--- src/verilog/core_defs.svh ---
`ifndef CORE_DEFS_SVH
`define CORE_DEFS_SVH

// data path and address width
`define CORE_XLEN 32

// register file index width, 32 registers
`define CORE_RADDR_W 5

// instruction memory size in 32-bit words
`define CORE_IMEM_DEPTH 256

`endif

--- src/verilog/core_pkg.sv ---
`include "core_defs.svh"

package core_pkg;

	// major opcodes of the supported subset
	localparam logic [6:0] OPC_OP     = 7'b0110011;
	localparam logic [6:0] OPC_OP_IMM = 7'b0010011;
	localparam logic [6:0] OPC_LUI    = 7'b0110111;
	localparam logic [6:0] OPC_BRANCH = 7'b1100011;
	localparam logic [6:0] OPC_JAL    = 7'b1101111;
	localparam logic [6:0] OPC_SYSTEM = 7'b1110011;

	// the only SYSTEM word we accept
	localparam logic [31:0] EBREAK_WORD = 32'h0010_0073;

	// funct3 for OP and OP-IMM
	localparam logic [2:0] F3_ADD_SUB = 3'b000;
	localparam logic [2:0] F3_SLT     = 3'b010;
	localparam logic [2:0] F3_XOR     = 3'b100;
	localparam logic [2:0] F3_OR      = 3'b110;
	localparam logic [2:0] F3_AND     = 3'b111;

	// funct3 for BRANCH
	localparam logic [2:0] F3_BEQ = 3'b000;
	localparam logic [2:0] F3_BNE = 3'b001;

	// funct7 for OP
	localparam logic [6:0] F7_BASE = 7'b0000000;
	localparam logic [6:0] F7_SUB  = 7'b0100000;

	localparam logic [`CORE_RADDR_W-1:0] REG_X0 = '0;

	// one instruction is four bytes
	localparam logic [`CORE_XLEN-1:0] PC_STEP = 4;

	typedef enum logic [2:0] {
		ALU_ADD,
		ALU_SUB,
		ALU_AND,
		ALU_OR,
		ALU_XOR,
		ALU_SLT,
		ALU_PASS_B
	} alu_op_e;

	typedef enum logic [1:0] {
		NPC_SEQ,
		NPC_BEQ,
		NPC_BNE,
		NPC_JUMP
	} npc_kind_e;

endpackage

--- src/verilog/core_idu.sv ---
`timescale 1ns/1ps
`include "core_defs.svh"

module core_idu (
	input  logic                     clk,
	input  logic                     arst_n_i,
	input  logic                     ifu_valid_i,
	input  logic [`CORE_XLEN-1:0]    inst_i,
	input  logic [`CORE_XLEN-1:0]    pc_i,
	input  logic [`CORE_XLEN-1:0]    rdata1_i,
	input  logic [`CORE_XLEN-1:0]    rdata2_i,
	output logic [`CORE_RADDR_W-1:0] raddr1_o,
	output logic [`CORE_RADDR_W-1:0] raddr2_o,
	output logic                     valid_o,
	output core_pkg::alu_op_e        alu_op_o,
	output core_pkg::npc_kind_e      npc_kind_o,
	output logic [`CORE_XLEN-1:0]    opa_o,
	output logic [`CORE_XLEN-1:0]    opb_o,
	output logic [`CORE_XLEN-1:0]    cmpb_o,
	output logic [`CORE_XLEN-1:0]    target_o,
	output logic [`CORE_XLEN-1:0]    pc_o,
	output logic                     wen_o,
	output logic [`CORE_RADDR_W-1:0] wreg_o,
	output logic                     ebreak_o,
	output logic                     invalid_o
);
	import core_pkg::*;

	logic [6:0]            opcode;
	logic [2:0]            funct3;
	logic [6:0]            funct7;
	logic [`CORE_XLEN-1:0] imm_i, imm_u, imm_b, imm_j;
	logic [`CORE_XLEN-1:0] opb, target;
	alu_op_e               alu_op;
	npc_kind_e             npc_kind;
	logic                  wen, ebreak, bad;

	assign opcode   = inst_i[6:0];
	assign funct3   = inst_i[14:12];
	assign funct7   = inst_i[31:25];
	assign raddr1_o = inst_i[19:15];
	assign raddr2_o = inst_i[24:20];

	assign imm_i = {{20{inst_i[31]}}, inst_i[31:20]};
	assign imm_u = {inst_i[31:12], 12'b0};
	assign imm_b = {{19{inst_i[31]}}, inst_i[31], inst_i[7], inst_i[30:25], inst_i[11:8], 1'b0};
	assign imm_j = {{11{inst_i[31]}}, inst_i[31], inst_i[19:12], inst_i[20], inst_i[30:21], 1'b0};

	// branch and jump share one adder
	assign target = pc_i + ((opcode == OPC_JAL) ? imm_j : imm_b);

	always_comb begin
		alu_op   = ALU_ADD;
		npc_kind = NPC_SEQ;
		opb      = rdata2_i;
		wen      = 1'b0;
		ebreak   = 1'b0;
		bad      = 1'b0;
		case (opcode)
			OPC_OP: begin
				wen = 1'b1;
				case (funct3)
					F3_ADD_SUB: alu_op = (funct7 == F7_SUB) ? ALU_SUB : ALU_ADD;
					F3_SLT:     alu_op = ALU_SLT;
					F3_XOR:     alu_op = ALU_XOR;
					F3_OR:      alu_op = ALU_OR;
					F3_AND:     alu_op = ALU_AND;
					default:    bad = 1'b1;
				endcase
				// only SUB may use the alternate funct7
				if (funct7 != F7_BASE && !(funct7 == F7_SUB && funct3 == F3_ADD_SUB))
					bad = 1'b1;
			end
			OPC_OP_IMM: begin
				wen = 1'b1;
				opb = imm_i;
				case (funct3)
					F3_ADD_SUB: alu_op = ALU_ADD;
					F3_XOR:     alu_op = ALU_XOR;
					F3_OR:      alu_op = ALU_OR;
					F3_AND:     alu_op = ALU_AND;
					default:    bad = 1'b1;
				endcase
			end
			OPC_LUI: begin
				wen    = 1'b1;
				opb    = imm_u;
				alu_op = ALU_PASS_B;
			end
			OPC_BRANCH: begin
				case (funct3)
					F3_BEQ:  npc_kind = NPC_BEQ;
					F3_BNE:  npc_kind = NPC_BNE;
					default: bad = 1'b1;
				endcase
			end
			OPC_JAL: begin
				wen      = 1'b1;
				npc_kind = NPC_JUMP;
			end
			OPC_SYSTEM: begin
				if (inst_i == EBREAK_WORD)
					ebreak = 1'b1;
				else
					bad = 1'b1;
			end
			default: bad = 1'b1;
		endcase
		// an invalid word must not write or redirect
		if (bad) begin
			wen      = 1'b0;
			npc_kind = NPC_SEQ;
		end
	end

	always_ff @(posedge clk or negedge arst_n_i) begin
		if (!arst_n_i) begin
			valid_o    <= 1'b0;
			wen_o      <= 1'b0;
			ebreak_o   <= 1'b0;
			invalid_o  <= 1'b0;
			npc_kind_o <= NPC_SEQ;
		end else begin
			valid_o <= ifu_valid_i;
			if (ifu_valid_i) begin
				wen_o      <= wen;
				ebreak_o   <= ebreak;
				invalid_o  <= bad;
				npc_kind_o <= npc_kind;
			end
		end
	end

	always_ff @(posedge clk) begin
		if (ifu_valid_i) begin
			alu_op_o <= alu_op;
			opa_o    <= rdata1_i;
			opb_o    <= opb;
			cmpb_o   <= rdata2_i;
			target_o <= target;
			pc_o     <= pc_i;
			wreg_o   <= inst_i[11:7];
		end
	end

endmodule

--- config.mk ---
export PLATFORM = sky130hd
export DESIGN_NAME = core_idu
export DESIGN_NICKNAME = d
export VERILOG_FILES = /design/src/verilog/core_pkg.sv /design/src/verilog/core_idu.sv
export VERILOG_INCLUDE_DIRS = /design/src /design/src/verilog
export SDC_FILE = /design/constraint.sdc
export NUM_CORES = 1
export LEC_CHECK = 0
export ABC_AREA = 1
export BUFFER_PORTS_ARGS = -buffer_cell sky130_fd_sc_hd__buf_2
export CAP_MARGIN = 25
export CORE_MARGIN = 3
export CORE_UTILIZATION = 40
export DETAILED_ROUTE_END_ITERATION = 6
export PLACE_DENSITY = 0.77
export RECOVER_POWER = 25
export REMOVE_ABC_BUFFERS = 1
export SLEW_MARGIN = 20
export SYNTH_ARGS = -nofsm -noshare
export SYNTH_HDL_FRONTEND = slang
export SYNTH_SLANG_ARGS = --single-unit
--- constraint.sdc ---
create_clock -name clk -period 0.8 [get_ports clk]
set_input_delay 0.08 -clock clk [delete_from_list [all_inputs] [get_ports clk]]
set_output_delay 0.08 -clock clk [all_outputs]
set_load 0.005 [all_outputs]
==> results.cfg, run 1 <==
[power]
p_per_area_mw_per_mm2 = 1730
p_leak_nw = 7.07
ir_worst_vdd_mv = 1.34

[critical_path]
end_kind = flip-flop
slowest_delay_ns = 0.23
path_buf_inv = 4
critPathLaunch = inst_i[0]
reg2reg_from = ebreak_o$_DFFE_PN0P_
start_kind = input pin
worstPathArrival_ns = 2.10
crit_family = simple AND/OR/NAND/NOR gates
critPathRequiredTime_ns = 0.99
cp_max_fo = 8
slowest_stage = ha_4
critical_path_class = input pin to flip-flop
crit_chain = buf_8 -> nand2_4 -> nor3_4 -> nand2_4 -> buf_8 -> nand2_8 -> o21ai_1 -> inv_2 -> ha_4 -> nand2_1 -> nand2_2 -> inv_1 -> nand2_1 -> nand2_1 -> nand2_1 -> a21oi_2 -> nand2_2 -> nand2_1 -> nand2_2
cpMostUsedCell = nand2_1

[place]
hpwl_mm = 21.8
pre_cts_ws_ns = -2.00
gp_congestion = 0.879
io_buffer_count = 314

[route]
viasPerCell = 5.16
firstDrtPassIters = 5
wl_mm = 33.7
drt_iter0_markers = 758
drc = 0
antenna_left = 0
wl_per_cell_um = 19.1
num_vias = 9101

[layout]
final_cell_mix = buf_2, nand2_1, edfxtp_1
post_route_cells_drive_above_1_share = 0.474
layout_commonest_cell = buf_2
utilization = 0.690
nets = 1638
area_growth_pct = 67.8

[floorplan]
io_pins = 315
die_y_um = 154
initial_utilization = 0.411
rows = 53
core_area_sq_mm = 0.0213
die_x_um = 154
dieArea_sq_mm = 0.0237

[run_status]
status = complete, but fails checks
violations = setup timing

[worst_hold_path]
hold_path_class = input pin to flip-flop
min_from = pc_i[1]

[sta]
setup_slack_ns = -1.11
finalSetupViolCount = 288
tns_ns = -72.94
drv_slew = 0
fin_crit_sh = 2.38
slew_headroom = 0.581
timing_hold_violations_final = 0
worst_pin_slew_ns = 0.628
fin_crit_ns = 1.91
skew_ns = 0
fmax_mhz = 524
rsz0062_at_grt = yes
whs_ns = 0.0137

[global_route]
overflow = 0
grt_usage = 0.248
antenna_found_initial = 2
grt_pass1_vias = 8737
grt_first_pass_wirelength_mm = 46.1
grt_max_degree = 54

[synthesis]
synth_xor_area_frac = 0.0150
synthMuxAreaShare = 0
synth_top_family_by_area = simple AND/OR/NAND/NOR gates
synth_top_area_cell = edfxtp_1
syn_area_sq_mm = 0.00876
yosysUniqueCellTypes = 39
synth_compound_area_frac = 0.0534
synth-adder-area-share = 0.0494
postSynthCellCount = 891
synth_top_area_share = 0.573
yosysSeqAreaShare = 0.590
synth_area_leaders = edfxtp_1, nand2_1, inv_1
synth-warning-count = 0
syn_avg_cell_area_sq_um = 9.83
synth-seq-cells = 173
synth-simple-area-share = 0.213

[clocking]
cts.sinks = 173
cts_tree = yes
clock_latency_ns = 0.43
path_clk_slew_ns = 0.07
h-tree-depth = 4
numCtsBuffers = 17
cts-root-buf = clkbuf_16
cts_buffer_depth = 2

[job]
maxCapViolations = 0
## power by group
group	switching (mW)	internal (mW)	total, mW
sequential	0.236	10.9	11.1
clock	4.00	4.48	8.48
combinational	3.07	2.76	5.83
total	7.31	18.1	25.4
## flip-flops by register name, indices dropped and copies added (netlist names)
name / count
valid_o: 1
target_o: 32
ebreak_o: 1
wreg_o: 5
pc_o: 31
opb_o: 32
wen_o: 1
invalid_o: 1
cmpb_o: 32
opa_o: 32
npc_kind_o: 2
alu_op_o: 3
## layout make-up
cell class,instances,area (sq um)
multi-input cells,560,3890
repair buffers,588,4180
flip-flops and latches,173,5160
fillers,1425,6590
inverters,133,507
clock buffers,18,429
clock inverters,14,166
diodes,2,5.00
well taps,275,344
## metal layers
metal	wire length, um	track usage	vias up
met5	0	0	-
met4	1150	0.0934	0
met3	2310	0.0453	96
met2	17900	0.455	466
met1	12300	0.287	4401
li1	-	-	4138
## cells in the mapped netlist
cell type	instances
nor3_4	1
o21ai_0	23
inv_2	3
o21bai_1	5
nor2_2	3
dfrtp_1	6
a21oi_1	22
clkbuf_1	1
nor2_4	5
o211ai_1	20
inv_1	130
buf_6	5
xnor2_1	2
fa_1	1
xor2_1	13
buf_4	13
o21ai_1	3
nand4_1	10
o21ai_2	2
edfxtp_1	167
nor2_1	74
and3_1	2
and2_1	1
nor3_2	1
nand4_4	1
a21boi_0	1
nand2_2	8
buf_2	6
or2_1	1
clkbuf_2	1
nor3_1	3
and2_4	1
nand3_1	72
a31oi_1	1
nand3b_1	2
o311ai_0	1
nor3b_1	1
nand2_1	246
ha_1	33
## final timing paths
| path | cells after the start | slack (ns) | endpoint |
|---|---|---|---|
| min reg2reg | 3 | 0.60 | npc_kind_o[1]$_DFFE_PN0P_ |
| min in group asynchronous | 3 | 0.19 | npc_kind_o[0]$_DFFE_PN0P_ |
| max reg2reg | 3 | 0.01 | ebreak_o$_DFFE_PN0P_ |
| min | 2 | 0.01 | target_o[1]$_DFFE_PP_ |
| max in group asynchronous | 3 | 0.10 | ebreak_o$_DFFE_PN0P_ |
| max | 19 | -1.11 | target_o[29]$_DFFE_PP_ |
## timing repair
item                       CTS  global route
resized for setup           99           196
pin swaps                   26            68
buffers inserted            12            23
setup endpoints to repair  242           249
hold endpoints to repair   128             1
gates cloned                 1             6
hold buffers               102             1
## per-stage QoR
stage	cells	cell area, sq um	power, mW
CTS	1733	13700	24.8
floorplan	865	8560	13.0
global route	1763	14700	26.4
finish	1763	14700	25.4
global placement	1586	11500	15.6
detailed placement	1586	11500	15.7
## cells by family (layout without fill, tap and decap cells)
| group | after synthesis | in the layout |
|---|---|---|
| xor+xnor | 15 | 15 |
| buf+inv | 159 | 753 |
| simple gates | 432 | 433 |
| fa+ha+maj | 34 | 34 |
| other cells | 0 | 2 |
| flops | 173 | 173 |
| compound gates | 78 | 78 |
No activity file was read; power rests on OpenSTA's default activity.
==> inputs of run 2 (changes only) <==
--- a/config.mk
+++ b/config.mk
@@ -9,6 +9,7 @@
 export ABC_AREA = 1
 export BUFFER_PORTS_ARGS = -buffer_cell sky130_fd_sc_hd__buf_2
 export CAP_MARGIN = 25
+export CORE_ASPECT_RATIO = 2
 export CORE_MARGIN = 3
 export CORE_UTILIZATION = 40
 export DETAILED_ROUTE_END_ITERATION = 6
==> run 2 against run 1 <==
The run still ends with setup timing left; largest power group unchanged; largest cell class unchanged; setup slack worse by 0.032 ns; final cell count up 2.6%; global-route usage grew 5.8 points.
==> results.cfg, run 2 (synthesis gave the netlist of run 1 again) <==
[critical_path]
r2r_end = npc_kind_o[1]$_DFFE_PN0P_
start_kind = input pin
end_kind = flip-flop
crit_chain = buf_6 -> nand2_2 -> nor2_2 -> nand2_1 -> buf_6 -> buf_8 -> nand2_8 -> o21ai_1 -> inv_2 -> ha_4 -> nand2_4 -> inv_1 -> nand2_1 -> nand2_2 -> a21oi_4 -> nand2_4 -> buf_4 -> xor2_1
r2r_slack_ns = -0.09
reg2reg_from = npc_kind_o[1]$_DFFE_PN0P_
crit_family = simple AND/OR/NAND/NOR gates
slowest_stage = ha_4
critPathLaunch = inst_i[5]
cp_max_fo = 8
critical_path_class = input pin to flip-flop
path_buf_inv = 6
reg2regPathDepth = 4
critPathRequiredTime_ns = 0.99
slowest_delay_ns = 0.22
worstPathArrival_ns = 2.13

[layout]
post_route_cells_drive_above_1_share = 0.520
utilization = 0.717
regArea_sq_mm = 0.00516
area_growth_pct = 75.8
multiInputGateArea_sq_mm = 0.00399
final_cell_mix = buf_2, nand2_1, edfxtp_1
nFillCells = 1402
layout_commonest_cell = buf_2
nets = 1683

[sta]
fin_crit_sh = 2.42
drv_slew = 0
worst_pin_slew_ns = 0.473
slew_headroom = 0.683
skew_ns = 0
setup_slack_ns = -1.14
rsz0062_at_grt = yes
fmax_mhz = 516
fin_crit_ns = 1.94
finalSetupViolCount = 335
timing_hold_violations_final = 0

[floorplan]
rows = 76
initial_utilization = 0.407
die_x_um = 111
core_area_sq_mm = 0.0215
die_y_um = 215
dieArea_sq_mm = 0.0238
io_pins = 315

[route]
wl_mm = 39.7
antenna_left = 0
num_vias = 9461
wl_per_cell_um = 21.9
drc = 0
firstDrtPassIters = 5
viasPerCell = 5.23
drt_iter0_markers = 667

[clocking]
h-tree-depth = 4
path_clk_slew_ns = 0.08
cts_tree = yes
cts-root-buf = clkbuf_16
numCtsBuffers = 17
cts.sinks = 173
clock_latency_ns = 0.43
cts_buffer_depth = 2

[power]
p_sw_mw = 7.70
p_leak_nw = 7.41
power_frac_seq = 0.430
totalPowerFinal_mw = 26.0
pwr-share-comb = 0.240
clkPwrFrac = 0.329
netSwitchingFraction = 0.296
ir_worst_vdd_mv = 1.33
p_per_area_mw_per_mm2 = 1690
p_int_mw = 18.3

[place]
io_buffer_count = 314
gp_congestion = 0.934
hpwl_mm = 24.4

[global_route]
grt_first_pass_wirelength_mm = 55.5
grt_max_degree = 39
antenna_found_initial = 3
grt_pass1_vias = 9707
grt_usage = 0.307
overflow = 0

[worst_hold_path]
min_from = pc_i[1]
min_to = target_o[1]$_DFFE_PP_
hold_path_class = input pin to flip-flop
whs_path_depth = 2

[job]
maxCapViolations = 0

[run_status]
status = complete, but fails checks
violations = setup timing
## run 2: routing by layer
layer	wire, um	vias up	track usage
met5	0	-	0
met2	21800	578	0.592
met4	3480	0	0.208
li1	-	4228	-
met1	12100	4463	0.277
met3	2310	192	0.0642
## run 2: area by class of cell
class,count,share of cell area
tap,273,0.0222
multi-input combinational,559,0.259
antenna,4,0.000650
clock buffer,17,0.0276
timing repair buffer,634,0.310
sequential,173,0.335
clock inverter,15,0.0111
inverter,133,0.0336
## run 2: how the worst max path moves through the flow
stage / depth (start not counted) / slack, ns / endpoint
5_1_grt: 18 / -1.22 / target_o[15]$_DFFE_PP_
2_1_floorplan: 17 / -1.60 / target_o[29]$_DFFE_PP_
3_3_place_gp: 18 / -2.28 / target_o[27]$_DFFE_PP_
3_5_place_dp: 18 / -2.29 / target_o[19]$_DFFE_PP_
6_report: 18 / -1.14 / target_o[15]$_DFFE_PP_
4_1_cts: 19 / -1.11 / target_o[29]$_DFFE_PP_
## run 2: power groups by stage
stage | Combinational (mW) | Clock [mW] | Sequential, mW
floorplan | 1.55 | 0 | 11.4
global placement | 4.52 | 0 | 11.3
detailed placement | 4.60 | 0 | 11.3
CTS | 5.56 | 8.53 | 11.2
global route | 6.66 | 9.02 | 11.3
finish | 6.26 | 8.56 | 11.2
## run 2: what timing repair did
| action | in CTS | in global routing |
|---|---|---|
| hold buffers | 102 | 1 |
| pin swaps | 70 | 72 |
| gates resized for setup | 208 | 148 |
| endpoints found under the setup margin | 242 | 245 |
| gates cloned | 11 | 2 |
| buffers inserted | 30 | 14 |
| hold endpoints to repair | 133 | 1 |
## run 2: per-stage QoR
stage	instances	setup WS [ns]	hold WS [ns]	cell area, sq um	TNS (ns)
2_1_floorplan	865	-1.60	-0.216	8560	-58.07
3_3_place_gp	1614	-2.28	-0.0916	11800	-82.32
3_5_place_dp	1614	-2.29	-0.0841	11800	-83.85
4_1_cts	1789	-1.11	0.00528	14700	-79.71
5_1_grt	1808	-1.22	0.0111	15400	-92.30
6_report	1808	-1.14	0.0393	15400	-85.59
==> inputs of run 3 (changes only) <==
--- a/config.mk
+++ b/config.mk
@@ -7,13 +7,13 @@
 export NUM_CORES = 1
 export LEC_CHECK = 0
 export ABC_AREA = 1
-export BUFFER_PORTS_ARGS = -buffer_cell sky130_fd_sc_hd__buf_2
 export CAP_MARGIN = 25
 export CORE_ASPECT_RATIO = 2
 export CORE_MARGIN = 3
 export CORE_UTILIZATION = 40
 export DETAILED_ROUTE_END_ITERATION = 6
-export PLACE_DENSITY = 0.77
+export DONT_BUFFER_PORTS = 1
+export PLACE_DENSITY = 0.64
 export RECOVER_POWER = 25
 export REMOVE_ABC_BUFFERS = 1
 export SLEW_MARGIN = 20
==> run 3 against run 2 <==
The flow finishes with violations (hold timing, setup timing); setup slack improved by 0.092 ns; design area decreased by 16%; sequential cell count unchanged; combinational power decreased by 36%; largest cell class unchanged; routed wire length decreased by 19%; register-to-register slack improved by 0.02 ns; worst hold slack got worse by 0.31 ns; critical endpoint is now target_o[12]$_DFFE_PP_.
==> results.cfg, run 3 (synthesis gave the netlist of run 1 again) <==
[clocking]
clock_latency_ns = 0.43
cts_buffer_depth = 2
cts_tree = yes
cts-root-buf = clkbuf_16
cts.sinks = 173
numCtsBuffers = 17
path_clk_slew_ns = 0.07
h-tree-depth = 4

[critical_path]
end_kind = flip-flop
reg2reg_from = invalid_o$_DFFE_PN0P_
cp_max_fo = 6
path_buf_inv = 5
crit_family = simple AND/OR/NAND/NOR gates
slowest_stage = ha_1
worstPathArrival_ns = 2.04
start_kind = input pin
slowest_delay_ns = 0.27
critPathLaunch = inst_i[2]
critPathRequiredTime_ns = 0.99
critical_path_class = input pin to flip-flop
crit_chain = inv_8 -> nor3_4 -> nand2_4 -> buf_12 -> buf_8 -> nand2_1 -> o21ai_2 -> buf_4 -> ha_1 -> nand2_1 -> nand2_2 -> and2_4 -> nand3_2 -> nand3b_1 -> buf_4 -> xor2_1

[floorplan]
dieArea_sq_mm = 0.0238
io_pins = 315
initial_utilization = 0.407
core_area_sq_mm = 0.0215
rows = 76
die_y_um = 215
die_x_um = 111

[route]
wl_per_cell_um = 22.4
num_vias = 7609
wl_mm = 32.1
viasPerCell = 5.31
firstDrtPassIters = 5
drc = 0
drt_iter0_markers = 468
antenna_left = 0

[sta]
drv_slew = 0
slew_headroom = 0.733
tns_ns = -53.31
fmax_mhz = 541
fin_crit_ns = 1.85
rsz0062_at_grt = yes
finalSetupViolCount = 244
worst_pin_slew_ns = 0.401
fin_crit_sh = 2.31
setup_slack_ns = -1.05
timing_hold_violations_final = 108
whs_ns = -0.266
skew_ns = 0

[layout]
multiInputGateArea_sq_mm = 0.00375
regArea_sq_mm = 0.00516
final_cell_mix = nand2_1, edfxtp_1, inv_1
post_route_cells_drive_above_1_share = 0.301
layout_commonest_cell = nand2_1
nets = 1310
nFillCells = 1739
utilization = 0.601
area_growth_pct = 47.4

[global_route]
grt_first_pass_wirelength_mm = 43.9
grt_max_degree = 175
grt_usage = 0.245
antenna_found_initial = 1
grt_pass1_vias = 7632
overflow = 0

[power]
pwr-share-comb = 0.168
power_frac_seq = 0.480
p_int_mw = 17.4
netSwitchingFraction = 0.276
clkPwrFrac = 0.352
p_leak_nw = 5.69
ir_worst_vdd_mv = 1.63
p_per_area_mw_per_mm2 = 1860
p_sw_mw = 6.63

[worst_hold_path]
min_from = inst_i[8]
hold_path_class = input pin to flip-flop

[place]
io_buffer_count = 0
gp_congestion = 0.899
hpwl_mm = 21.8

[run_status]
violations = hold timing, setup timing
status = complete, but fails checks

[job]
maxCapViolations = 0
[run 3: worst reg2reg max path, stage by stage (launching register included)]
cell and delay [ns]:
dfrtp_1 0.41, buf_4 0.15, nor2_2 0.11, nor2_1 0.08
[run 3: final timing paths]
| kind | to | slack [ns] | cells after the start |
|---|---|---|---|
| worst max-delay path | target_o[12]$_DFFE_PP_ | -1.05 | 16 |
| worst min-delay path | wreg_o[1]$_DFFE_PP_ | -0.27 | 0 |
| worst max register to register | invalid_o$_DFFE_PN0P_ | -0.07 | 3 |
| worst min register to register | npc_kind_o[1]$_DFFE_PN0P_ | 0.57 | 2 |
| max in group asynchronous | ebreak_o$_DFFE_PN0P_ | 0.62 | 1 |
| min in group asynchronous | valid_o$_DFF_PN0_ | -0.05 | 1 |
[run 3: cell type report]
class / count / area share
Sequential cell: 173 / 0.400
Multi-Input combinational cell: 559 / 0.290
Timing Repair Buffer: 261 / 0.196
Inverter: 133 / 0.0399
Clock buffer: 17 / 0.0330
Tap cell: 273 / 0.0265
Clock inverter: 15 / 0.0138
Antenna cell: 1 / 0.000194
[run 3: what timing repair did]
| action | in CTS | in global routing |
|---|---|---|
| cloned | 3 | 6 |
| hold buffers | 108 | 2 |
| resized for setup | 118 | 132 |
| hold endpoints to repair | 314 | 180 |
| setup endpoints to repair | 222 | 247 |
| pin swaps | 39 | 47 |
| setup buffers | 11 | 18 |
[run 3: power groups by stage]
| stage | sequential [mW] | clock, mW | combinational, mW |
|---|---|---|---|
| after global routing | 11.6 | 8.95 | 4.37 |
| final | 11.5 | 8.44 | 4.03 |
| after global placement | 11.7 | 0 | 2.62 |
| after CTS | 11.5 | 8.58 | 3.53 |
| after floorplan | 11.4 | 0 | 1.55 |
| after detailed placement | 11.7 | 0 | 2.67 |
[run 3: per-layer routing]
| layer | wire, um | part of all wire | global-route usage |
|---|---|---|---|
| met1 | 9370 | 0.29 | 0.210 |
| met2 | 18300 | 0.57 | 0.483 |
| met3 | 1970 | 0.061 | 0.0623 |
| met4 | 2490 | 0.077 | 0.157 |
| met5 | 0 | 0 | 0 |
[run 3: metrics by stage]
step	std cells	setup WS, ns	hold slack, ns	total power, mW	instance area (sq um)
6_report	1432	-1.05	-0.266	24.0	12900
3_3_place_gp	1257	-1.85	-0.215	14.3	9840
2_1_floorplan	865	-1.60	-0.216	13.0	8560
3_5_place_dp	1257	-1.94	-0.215	14.4	9840
5_1_grt	1432	-1.14	-0.286	24.9	12900
4_1_cts	1409	-1.05	-0.287	23.6	12100
